**src/logic/uartLinePkg.sv**
```systemverilog
// ----------------------------------------------------------------------
// Serial line format definitions
//   word length and parity mode encodings
//   frame configuration shared by transmitter and receiver
//   received character with its error flags
//   helpers for data bit count and parity bit value
// ----------------------------------------------------------------------

package uartLinePkg;

	// data bits per character, encoded as the CTRL word length field
	typedef enum logic [1:0] {
		WL_8 = 2'd0,
		WL_7 = 2'd1,
		WL_6 = 2'd2,
		WL_5 = 2'd3
	} wordLen_t;

	// bit 0 set means a parity bit is on the line
	typedef enum logic [2:0] {
		PAR_NONE  = 3'b000,
		PAR_ODD   = 3'b001,
		PAR_EVEN  = 3'b011,
		PAR_MARK  = 3'b101,	// forced 1
		PAR_SPACE = 3'b111	// forced 0
	} parity_t;

	typedef struct packed {
		wordLen_t wordLen;
		parity_t  parity;
		logic     stop2;	// 0 one stop bit, 1 two
	} frameCfg_t;

	typedef struct packed {
		logic       frameErr;
		logic       parityErr;
		logic [7:0] data;	// upper bits zero for short words
	} rxChar_t;

	// 8 down to 5
	function automatic logic [3:0] dataBits(wordLen_t wl);
		return 4'd8 - {2'b00, wl};
	endfunction

	// parity bit for already masked data
	function automatic logic parityBit(parity_t mode, logic [7:0] d);
		case (mode)
			PAR_ODD:  return ~^d;	// odd number of ones incl. parity
			PAR_EVEN: return ^d;
			PAR_MARK: return 1'b1;
			default:  return 1'b0;	// forced 0, or unused
		endcase
	endfunction

endpackage

```
**src/logic/uartHostPkg.sv**
```systemverilog
// ----------------------------------------------------------------------
// Host register map definitions
//   register addresses and the single-cycle bus request
//   status byte layout
//   command and control register layouts
// ----------------------------------------------------------------------

package uartHostPkg;

	typedef logic [2:0] regAdr_t;

	localparam regAdr_t ADR_DATA  = 3'd0;	// tx hold on write, rx hold on read
	localparam regAdr_t ADR_STAT  = 3'd1;	// write is a soft reset
	localparam regAdr_t ADR_CMD   = 3'd2;
	localparam regAdr_t ADR_CTRL  = 3'd3;
	localparam regAdr_t ADR_DIVLO = 3'd4;
	localparam regAdr_t ADR_DIVHI = 3'd5;

	// one clock strobe, no acknowledge
	typedef struct packed {
		logic       cs;
		logic       we;
		regAdr_t    adr;
		logic [7:0] dat;
	} busReq_t;

	// bit 7 down to bit 0
	typedef struct packed {
		logic irq;
		logic txIdle;
		logic txLost;
		logic txHoldEmpty;
		logic rxFull;
		logic overrun;
		logic frameErr;
		logic parityErr;
	} statBits_t;

	// ----------------------------------------------------------------------
	// command register
	// ----------------------------------------------------------------------
	typedef struct packed {
		logic [2:0] parity;	// line parity mode code
		logic       loop;	// local loopback
		logic [1:0] txCtl;
		logic       rxIe;
		logic       spare;	// kept for readback
	} cmdReg_t;

	localparam logic [1:0] TXC_IE = 2'b01;	// only code that enables tx irq

	// ----------------------------------------------------------------------
	// control register
	// ----------------------------------------------------------------------
	typedef struct packed {
		logic       stop2;
		logic [1:0] wlCode;	// 00=8 01=7 10=6 11=5
		logic [4:0] spare;	// stored, no function
	} ctrlReg_t;

endpackage

```
**src/logic/uartHoldReg.sv**
```systemverilog
// ----------------------------------------------------------------------
// One-entry holding register
//   full flag, sticky flag for loads that found it full
// ----------------------------------------------------------------------
`timescale 1ns/10ps

module uartHoldReg #(
	parameter type payload_t = logic [7:0]
) (
	input  logic     clk_i,
	input  logic     rst_i,
	input  logic     load_i,
	input  payload_t data_i,
	input  logic     take_i,
	output payload_t data_o,
	output logic     full_o,
	output logic     dropped_o
);

	logic room;

	assign room = ~full_o | take_i;	// a take frees the slot this same edge

	always_ff @(posedge clk_i) begin
		if (rst_i) begin
			full_o    <= 1'b0;
			dropped_o <= 1'b0;
		end else begin
			if (load_i & room)
				full_o <= 1'b1;
			else if (take_i)
				full_o <= 1'b0;
			if (load_i & ~room)
				dropped_o <= 1'b1;	// held entry kept
			else if (take_i)
				dropped_o <= 1'b0;
		end
	end

	always_ff @(posedge clk_i) begin
		if (load_i & room)
			data_o <= data_i;
	end

endmodule

```
**src/logic/uartBaudGen.sv**
```systemverilog
// ----------------------------------------------------------------------
// Baud generator
//   free running divider, one clock tick16 per divisor period
// ----------------------------------------------------------------------
`timescale 1ns/10ps

module uartBaudGen #(
	parameter int pDivBits = 16
) (
	input  logic                clk_i,
	input  logic                rst_i,
	input  logic [pDivBits-1:0] div_i,
	output logic                tick16_o
);

	logic [pDivBits-1:0] cnt;
	logic [pDivBits-1:0] divEff;
	logic                wrap;

	assign divEff = (div_i == '0) ? pDivBits'(1) : div_i;	// zero behaves as one
	assign wrap   = (cnt >= divEff);	// >= so a smaller divisor takes effect at once

	always_ff @(posedge clk_i) begin
		if (rst_i) begin
			cnt      <= pDivBits'(1);
			tick16_o <= 1'b0;
		end else begin
			tick16_o <= wrap;
			if (wrap)
				cnt <= pDivBits'(1);	// count runs 1..div
			else
				cnt <= cnt + 1'b1;
		end
	end

endmodule

```
**src/logic/uartTx.sv**
```systemverilog
// ----------------------------------------------------------------------
// Transmitter
//   byte holding register
//   frame serializer with start, 5..8 data bits, parity and 1 or 2 stop bits
// ----------------------------------------------------------------------
`timescale 1ns/10ps

module uartTx (
	input  logic                  clk_i,
	input  logic                  rst_i,
	input  logic                  tick16_i,
	input  uartLinePkg::frameCfg_t frame_i,
	input  logic                  load_i,
	input  logic [7:0]            data_i,
	output logic                  holdFull_o,
	output logic                  lost_o,
	output logic                  idle_o,
	output logic                  txd_o
);

	logic [7:0]  holdData;
	logic [7:0]  maskedData;
	logic [3:0]  nBits;
	logic [3:0]  frameLen;	// bits on the line incl. start and stop
	logic [3:0]  bitsLeft;
	logic [3:0]  tickCnt;	// 16 ticks per bit
	logic [11:0] frameBits;
	logic [11:0] shiftReg;
	logic        parBit;
	logic        take;
	logic        txdReg;

	uartHoldReg #(
		.payload_t(logic [7:0])
	) txHold (
		.clk_i    (clk_i),
		.rst_i    (rst_i),
		.load_i   (load_i),
		.data_i   (data_i),
		.take_i   (take),
		.data_o   (holdData),
		.full_o   (holdFull_o),
		.dropped_o(lost_o)
	);

	assign nBits      = uartLinePkg::dataBits(frame_i.wordLen);
	assign maskedData = holdData & (8'hFF >> frame_i.wordLen);
	assign parBit     = uartLinePkg::parityBit(frame_i.parity, maskedData);
	assign frameLen   = 4'd2 + nBits + {3'b000, frame_i.parity[0]} + {3'b000, frame_i.stop2};

	assign idle_o = (bitsLeft == 4'd0);
	assign take   = idle_o & holdFull_o & tick16_i;	// start bit aligns to a tick
	assign txd_o  = txdReg;

	// ----------------------------------------------------------------------
	// frame image with the LSB going out first
	// ----------------------------------------------------------------------
	always_comb begin
		frameBits    = '1;	// stop bits and fill are high
		frameBits[0] = 1'b0;	// start
		for (int i = 0; i < 8; i++) begin
			if (4'(i) < nBits)
				frameBits[i+1] = maskedData[i];
		end
		if (frame_i.parity[0])
			frameBits[nBits+4'd1] = parBit;	// right after the last data bit
	end

	always_ff @(posedge clk_i) begin
		if (rst_i) begin
			bitsLeft <= 4'd0;
			tickCnt  <= 4'd0;
			txdReg   <= 1'b1;	// line idles high
		end else if (take) begin
			shiftReg <= {1'b1, frameBits[11:1]};
			txdReg   <= frameBits[0];
			bitsLeft <= frameLen;
			tickCnt  <= 4'd0;
		end else if (!idle_o && tick16_i) begin
			tickCnt <= tickCnt + 4'd1;
			if (tickCnt == 4'd15) begin	// end of a bit period
				txdReg   <= shiftReg[0];
				shiftReg <= {1'b1, shiftReg[11:1]};	// ones shift in so the line ends high
				bitsLeft <= bitsLeft - 4'd1;
			end
		end
	end

endmodule

```
**src/logic/uartRx.sv**
```systemverilog
// ----------------------------------------------------------------------
// Receiver
//   line synchronizer and start bit detect with glitch check
//   16x oversampled bit sampling at bit centers
//   parity and stop checks, holding register with overrun
// ----------------------------------------------------------------------
`timescale 1ns/10ps

module uartRx (
	input  logic                  clk_i,
	input  logic                  rst_i,
	input  logic                  tick16_i,
	input  uartLinePkg::frameCfg_t frame_i,
	input  logic                  rxd_i,
	input  logic                  take_i,
	output uartLinePkg::rxChar_t   char_o,
	output logic                  full_o,
	output logic                  overrun_o
);

	logic [2:0]           rxSync;	// two sync flops plus one for the edge
	logic                 line;
	logic                 fall;
	logic                 busy;
	logic                 sample;
	logic                 lastBit;
	logic [3:0]           tickCnt;
	logic [3:0]           bitIdx;	// 0 is the start bit
	logic [3:0]           nBits;
	logic [3:0]           parIdx;
	logic [3:0]           lastIdx;
	logic [7:0]           dataReg;
	logic                 parErr;
	logic                 frmErr;
	uartLinePkg::rxChar_t newChar;

	// ----------------------------------------------------------------------
	// line conditioning
	// ----------------------------------------------------------------------
	always_ff @(posedge clk_i) begin
		if (rst_i)
			rxSync <= 3'b111;
		else
			rxSync <= {rxSync[1:0], rxd_i};
	end

	assign line = rxSync[1];
	assign fall = rxSync[2] & ~rxSync[1];

	// ----------------------------------------------------------------------
	// frame position
	// ----------------------------------------------------------------------
	assign nBits   = uartLinePkg::dataBits(frame_i.wordLen);
	assign parIdx  = nBits + 4'd1;
	assign lastIdx = nBits + 4'd1 + {3'b000, frame_i.parity[0]} + {3'b000, frame_i.stop2};

	assign sample  = busy & tick16_i & (tickCnt == 4'd15);	// bit center
	assign lastBit = sample & (bitIdx == lastIdx);	// middle of final stop bit

	assign newChar = '{
		frameErr:  frmErr | ~line,	// include the stop bit being sampled now
		parityErr: parErr,
		data:      dataReg
	};

	always_ff @(posedge clk_i) begin
		if (rst_i) begin
			busy    <= 1'b0;
			tickCnt <= 4'd0;
			bitIdx  <= 4'd0;
		end else if (!busy) begin
			if (fall) begin
				busy    <= 1'b1;
				tickCnt <= 4'd8;	// first sample 8 ticks on, mid start bit
				bitIdx  <= 4'd0;
			end
		end else begin
			if (tick16_i)
				tickCnt <= tickCnt + 4'd1;	// wraps, next sample 16 ticks later
			if (sample)
				bitIdx <= bitIdx + 4'd1;
			if (sample && bitIdx == 4'd0 && line)
				busy <= 1'b0;	// start bit gone, glitch
			if (lastBit)
				busy <= 1'b0;
		end
	end

	// payload of the frame under way, cleared at each start edge
	always_ff @(posedge clk_i) begin
		if (!busy && fall) begin
			dataReg <= 8'h00;	// unused high bits read as zero
			parErr  <= 1'b0;
			frmErr  <= 1'b0;
		end else if (sample && bitIdx != 4'd0) begin
			if (bitIdx <= nBits)
				dataReg[3'(bitIdx - 4'd1)] <= line;	// LSB first
			else if (frame_i.parity[0] && bitIdx == parIdx)
				parErr <= line != uartLinePkg::parityBit(frame_i.parity, dataReg);
			else if (!line)
				frmErr <= 1'b1;	// stop bit low
		end
	end

	// dropped load doubles as overrun
	uartHoldReg #(
		.payload_t(uartLinePkg::rxChar_t)
	) rxHold (
		.clk_i    (clk_i),
		.rst_i    (rst_i),
		.load_i   (lastBit),
		.data_i   (newChar),
		.take_i   (take_i),
		.data_o   (char_o),
		.full_o   (full_o),
		.dropped_o(overrun_o)
	);

endmodule

```
**src/logic/uartRegs.sv**
```systemverilog
// ----------------------------------------------------------------------
// Host register block
//   bus strobe decode, CMD / CTRL / divisor registers
//   read mux and status byte
//   level interrupt and local loopback
// ----------------------------------------------------------------------
`timescale 1ns/10ps

module uartRegs #(
	parameter int pDivBits    = 16,
	parameter int pDefaultDiv = 27
) (
	input  logic                   clk_i,
	input  logic                   rst_i,
	input  uartHostPkg::busReq_t   bus_i,
	output logic [7:0]             rdat_o,
	output uartLinePkg::frameCfg_t frame_o,
	output logic [pDivBits-1:0]    div_o,
	output logic                   txLoad_o,
	output logic [7:0]             txData_o,
	input  logic                   txHoldFull_i,
	input  logic                   txLost_i,
	input  logic                   txIdle_i,
	output logic                   rxTake_o,
	input  uartLinePkg::rxChar_t   rxChar_i,
	input  logic                   rxFull_i,
	input  logic                   overrun_i,
	input  logic                   txSerial_i,
	input  logic                   rxd_i,
	output logic                   rxLine_o,
	output logic                   txd_o,
	output logic                   irq_o
);

	uartHostPkg::cmdReg_t   cmdReg;
	uartHostPkg::ctrlReg_t  ctrlReg;
	uartHostPkg::statBits_t stat;
	logic [pDivBits-1:0]    divReg;
	logic [15:0]            divWide;	// byte view of the divisor
	logic [7:0]             rdMux;
	logic                   wrStb;
	logic                   rdStb;
	logic                   txIe;

	assign wrStb = bus_i.cs & bus_i.we;
	assign rdStb = bus_i.cs & ~bus_i.we;

	// transmit load and receive take, same cycle as the strobe
	assign txLoad_o = wrStb & (bus_i.adr == uartHostPkg::ADR_DATA);
	assign txData_o = bus_i.dat;
	assign rxTake_o = rdStb & (bus_i.adr == uartHostPkg::ADR_DATA);

	assign txIe    = (cmdReg.txCtl == uartHostPkg::TXC_IE);
	assign divWide = 16'(divReg);
	assign div_o   = divReg;

	assign frame_o = '{
		wordLen: uartLinePkg::wordLen_t'(ctrlReg.wlCode),
		parity:  uartLinePkg::parity_t'(cmdReg.parity),
		stop2:   ctrlReg.stop2
	};

	// ----------------------------------------------------------------------
	// register writes
	// ----------------------------------------------------------------------
	always_ff @(posedge clk_i) begin
		if (rst_i) begin
			cmdReg  <= '0;	// no parity, irqs and loopback off
			ctrlReg <= '0;	// 8 bits, one stop
			divReg  <= pDivBits'(pDefaultDiv);
		end else if (wrStb) begin
			case (bus_i.adr)
				uartHostPkg::ADR_STAT: begin	// soft reset
					cmdReg.rxIe  <= 1'b0;
					cmdReg.txCtl <= 2'b00;
					cmdReg.loop  <= 1'b0;
				end
				uartHostPkg::ADR_CMD:   cmdReg  <= uartHostPkg::cmdReg_t'(bus_i.dat);
				uartHostPkg::ADR_CTRL:  ctrlReg <= uartHostPkg::ctrlReg_t'(bus_i.dat);
				uartHostPkg::ADR_DIVLO: divReg  <= pDivBits'({divWide[15:8], bus_i.dat});
				uartHostPkg::ADR_DIVHI: divReg  <= pDivBits'({bus_i.dat, divWide[7:0]});
				default: ;	// DATA goes to the transmitter
			endcase
		end
	end

	// ----------------------------------------------------------------------
	// status and read back
	// ----------------------------------------------------------------------
	assign stat = '{
		irq:         irq_o,
		txIdle:      txIdle_i,
		txLost:      txLost_i,
		txHoldEmpty: ~txHoldFull_i,
		rxFull:      rxFull_i,
		overrun:     overrun_i,
		frameErr:    rxFull_i & rxChar_i.frameErr,	// flags belong to the held char
		parityErr:   rxFull_i & rxChar_i.parityErr
	};

	always_comb begin
		case (bus_i.adr)
			uartHostPkg::ADR_DATA:  rdMux = rxChar_i.data;
			uartHostPkg::ADR_STAT:  rdMux = stat;
			uartHostPkg::ADR_CMD:   rdMux = cmdReg;
			uartHostPkg::ADR_CTRL:  rdMux = ctrlReg;
			uartHostPkg::ADR_DIVLO: rdMux = divWide[7:0];
			uartHostPkg::ADR_DIVHI: rdMux = divWide[15:8];
			default:                rdMux = 8'h00;
		endcase
	end

	// value before any read side effect, held until the next read
	always_ff @(posedge clk_i) begin
		if (rst_i)
			rdat_o <= 8'h00;
		else if (rdStb)
			rdat_o <= rdMux;
	end

	// ----------------------------------------------------------------------
	// interrupt, one clock behind its cause
	// ----------------------------------------------------------------------
	always_ff @(posedge clk_i) begin
		if (rst_i)
			irq_o <= 1'b0;
		else
			irq_o <= (cmdReg.rxIe & rxFull_i) | (txIe & ~txHoldFull_i);
	end

	// loopback: receiver listens to the transmitter, pin stays idle
	assign rxLine_o = cmdReg.loop ? txSerial_i : rxd_i;
	assign txd_o    = cmdReg.loop ? 1'b1 : txSerial_i;

endmodule

```
**src/logic/uartTop.sv**
```systemverilog
// ----------------------------------------------------------------------
// Serial port top level
//   baud generator, transmitter, receiver and host registers
// ----------------------------------------------------------------------
`timescale 1ns/10ps

module uartTop #(
	parameter int pDivBits    = 16,
	parameter int pDefaultDiv = 27
) (
	input  logic                 clk_i,
	input  logic                 rst_i,
	input  uartHostPkg::busReq_t bus_i,
	output logic [7:0]           rdat_o,
	input  logic                 rxd_i,
	output logic                 txd_o,
	output logic                 irq_o
);

	uartLinePkg::frameCfg_t frame;
	uartLinePkg::rxChar_t   rxChar;
	logic [pDivBits-1:0]    div;
	logic                   tick16;
	logic                   txLoad;
	logic [7:0]             txData;
	logic                   txHoldFull;
	logic                   txLost;
	logic                   txIdle;
	logic                   txSerial;	// before the loopback switch
	logic                   rxTake;
	logic                   rxFull;
	logic                   overrun;
	logic                   rxLine;	// after the loopback switch

	uartBaudGen #(
		.pDivBits(pDivBits)
	) baudGen (
		.clk_i   (clk_i),
		.rst_i   (rst_i),
		.div_i   (div),
		.tick16_o(tick16)
	);

	uartTx tx (
		.clk_i     (clk_i),
		.rst_i     (rst_i),
		.tick16_i  (tick16),
		.frame_i   (frame),
		.load_i    (txLoad),
		.data_i    (txData),
		.holdFull_o(txHoldFull),
		.lost_o    (txLost),
		.idle_o    (txIdle),
		.txd_o     (txSerial)
	);

	uartRx rx (
		.clk_i    (clk_i),
		.rst_i    (rst_i),
		.tick16_i (tick16),
		.frame_i  (frame),
		.rxd_i    (rxLine),
		.take_i   (rxTake),
		.char_o   (rxChar),
		.full_o   (rxFull),
		.overrun_o(overrun)
	);

	uartRegs #(
		.pDivBits   (pDivBits),
		.pDefaultDiv(pDefaultDiv)
	) regs (
		.clk_i       (clk_i),
		.rst_i       (rst_i),
		.bus_i       (bus_i),
		.rdat_o      (rdat_o),
		.frame_o     (frame),
		.div_o       (div),
		.txLoad_o    (txLoad),
		.txData_o    (txData),
		.txHoldFull_i(txHoldFull),
		.txLost_i    (txLost),
		.txIdle_i    (txIdle),
		.rxTake_o    (rxTake),
		.rxChar_i    (rxChar),
		.rxFull_i    (rxFull),
		.overrun_i   (overrun),
		.txSerial_i  (txSerial),
		.rxd_i       (rxd_i),
		.rxLine_o    (rxLine),
		.txd_o       (txd_o),
		.irq_o       (irq_o)
	);

endmodule

```
**config.mk**
```make
export PLATFORM = sky130hd
export DESIGN_NAME = uartTop
export DESIGN_NICKNAME = d
export VERILOG_FILES = /design/src/logic/uartLinePkg.sv /design/src/logic/uartHostPkg.sv /design/src/logic/uartHoldReg.sv /design/src/logic/uartBaudGen.sv /design/src/logic/uartTx.sv /design/src/logic/uartRx.sv /design/src/logic/uartRegs.sv /design/src/logic/uartTop.sv
export SDC_FILE = /design/constraint.sdc
export NUM_CORES = 1
export LEC_CHECK = 0
export ABC_AREA = 0
export CAP_MARGIN = 20
export CORE_MARGIN = 2
export CORE_UTILIZATION = 35
export CTS_CLUSTER_SIZE = 40
export DETAILED_ROUTE_END_ITERATION = 8
export DONT_BUFFER_PORTS = 1
export MAX_ROUTING_LAYER = met4
export PLACE_DENSITY_LB_ADDON = 0.12
export SETUP_SLACK_MARGIN = 0.05
export SYNTH_ARGS = -nofsm -noshare
export SYNTH_HDL_FRONTEND = slang
export SYNTH_SLANG_ARGS = --single-unit
```
**constraint.sdc**
```tcl
create_clock -name clk_i -period 4.55 [get_ports clk_i]
set_input_delay 0.91 -clock clk_i [delete_from_list [all_inputs] [get_ports clk_i]]
set_output_delay 0.91 -clock clk_i [all_outputs]
set_load 0.005 [all_outputs]
```
==> run metrics <==
count of state elements after synthesis 122; maximum fanout along the worst path 10; clock latency on the worst-skew pair 0.42 ns; Final Max Tran Viols 0; ranking of synthesized cells by area dfxtp_1 29%, edfxtp_1 14%, ha_1 7.3%; fin crit period 3.46 ns; number of post-CTS setup repair buffers 0; post-synth top area share 0.292; number of flops mapped to enable cells by yosys 29; worst slew pin tran 0.786 ns; hold crit path type reg -> reg; hold_buf cts 0; worst path required time 4.68 ns; final setup vio count 0; yosys warns 0; wire per inst 17.0 um; Synth area leader dfxtp_1; Syn Nets 734; CTS Buffer Depth 2; largest net degree at the start of global routing 85; initial antenna violation count 0; cts repair resizes 0; layout cells sized above 1 0.0830; drt drc 0; outcome finished clean; PD cells 378 mW/mm^2; kind of critical path reg -> reg; vias per cell 5.25; Fin Clk Skew 0.0104 ns; DR iter-0 viols 238; setup TNS 0 ns; DRT met1 WL 7610 um; Reg2Reg Setup Slack 1.09 ns; Post-Place Worst Slack 1.14 ns; IO Port Bufs 0; Max-Cap Viols 0; crit path DAT 3.59 ns; CTS tree yes; highest routed metal layer met4; Max-slew headroom 0.474; Layout area overhead 13.9%; Mapped Area 0.00637 sq mm; FMAX 289 MHz; post-DP HPWL 11100 um; drt first pass iters 5; layout net count 729; fillcell total 1792; first-pass GRT wire length 25800 um; IO Pins 26; most frequent cells in the layout 93 x dfxtp_1, 80 x nor2_1, 51 x nand2_1; Num Clock Sinks 122; GPL Wtd Cong 0.852; Post-Syn Instances 679; unrepaired setup endpoints after global routing no; H-tree Lvls 4; Root Buffer clkbuf_16; final hold violation count 0; antenna-violating nets left 0; Main synth FF type dfxtp_1; Die W 139 um; grt ovf 0; row cnt 49; syn_area_per_cell 9.38 sq um; Total Die Area 0.0193 sq mm; Die Y 139 um; met2 wire length 7190 um; area of the core 0.0179 sq mm; vias in the first global route 4704; Met3 Routed Length 549 um; leading cell type in the layout, fill and taps excluded dfxtp_1; CP startpoint kind flip-flop; Worst-path clk slew 0.06 ns; DRT Wirelength 15600 um; vias 4805; FF+latch area 0.00273 sq mm; post-synthesis sequential area ratio 0.429; CP Capture Type flip-flop; peak supply drop 0.258 mV; # diodes 0; CTS Buf Count 17; GR Util All Layers 0.174; Initial Util 0.356; PnR worst setup slack 1.09 ns; fin crit share 0.761; Netlist cell types 65; Post-synth ARST share 0; footprint of the multi-input gates 0.00337 sq mm; cell leakage power 0.00273 uW
==> worst max-delay path, stage by stage (launching register included) <==
cell and delay [ns]:
dfxtp_1 0.56, inv_1 0.21, ha_1 0.38, xnor2_1 0.28, inv_1 0.11, ha_1 0.24
xnor2_1 0.16, or4_1 0.42, a21boi_0 0.16, o2111ai_1 0.26, a21oi_1 0.19, buf_4 0.20
==> final timing paths <==
path / endpoint / cells after the start / startpoint
worst max-delay path: rx.rxHold.data_o[8] / 11 / regs.frame_o[4]
worst max register to register: rx.rxHold.data_o[8] / 11 / regs.frame_o[4]
worst min-delay path: rx.rxSync[1] / 1 / rx.rxSync[0]
worst min register to register: rx.rxSync[1] / 1 / rx.rxSync[0]
==> synthesized netlist by cell type, drive strengths merged, types with 6 or more instances <==
| cell | instances |
|---|---|
| xnor2 | 21 |
| nor2 | 80 |
| inv | 36 |
| clkbuf | 25 |
| nand3 | 21 |
| xor2 | 23 |
| nor2b | 10 |
| nand2 | 51 |
| ha | 37 |
| nand2b | 6 |
| a22oi | 10 |
| a21oi | 32 |
| dfxtp | 93 |
| edfxtp | 29 |
| mux2i | 40 |
| nand4 | 9 |
| a211oi | 9 |
| buf | 7 |
| nor3 | 27 |
| o21ai | 19 |
==> through the flow <==
stage	instances	power (uW)	area, sq um	hold slack (ns)	util
3_5_place_dp	883	1240	6580	0.402	0.368
2_1_floorplan	679	1240	6370	0.389	-
6_report	916	2740	7250	0.412	0.405
5_1_grt	916	2840	7250	0.423	0.405
4_1_cts	915	2770	7240	0.416	0.405
3_3_place_gp	882	1240	6570	0.400	0.367
==> per-layer routing <==
| layer | up-vias | GRT usage |
|---|---|---|
| li1 | 2415 | - |
| met1 | 2311 | 0.231 |
| met2 | 64 | 0.262 |
| met3 | 15 | 0.0425 |
| met4 | 0 | 0.0585 |
| met5 | - | - |
==> final cells by class <==
class                      count  share of cell area
clock buffer                  17              0.0587
clock inverter                15              0.0324
inverter                      37              0.0192
multi-input combinational    488               0.465
timing repair buffer           8             0.00846
sequential                   122               0.377
tap                          229              0.0395
==> report_power, final <==
| group | internal [uW] | switching [uW] | leakage (uW) |
|---|---|---|---|
| Clock | 983 | 536 | 0.000316 |
| Combinational | 39.2 | 43.8 | 0.00142 |
| Sequential | 1120 | 16.2 | 0.000995 |
==> kinds of logic (layout without fill, tap and decap cells) <==
logic type,after synthesis,after routing,synth area share
buf+inv,69,77,0.0424
mux,46,46,0.0770
xor+xnor,44,44,0.0605
compound gates,120,120,0.133
flops,122,122,0.429
fa+ha+maj,39,39,0.0790
simple gates,239,239,0.179
==> flip-flops by register name (all words and copies together), names as in the netlist, 5 cells and up <==
name,count
regs.div_o,16
rx.dataReg,8
baudGen.cnt,16
tx.txHold.data_o,8
regs.cmdReg,5
regs.frame_o,6
regs.ctrlReg,5
rx.rxHold.data_o,10
regs.rdat_o,8
tx.shiftReg,11
Note: power is estimated with default switching activity, not from simulation.
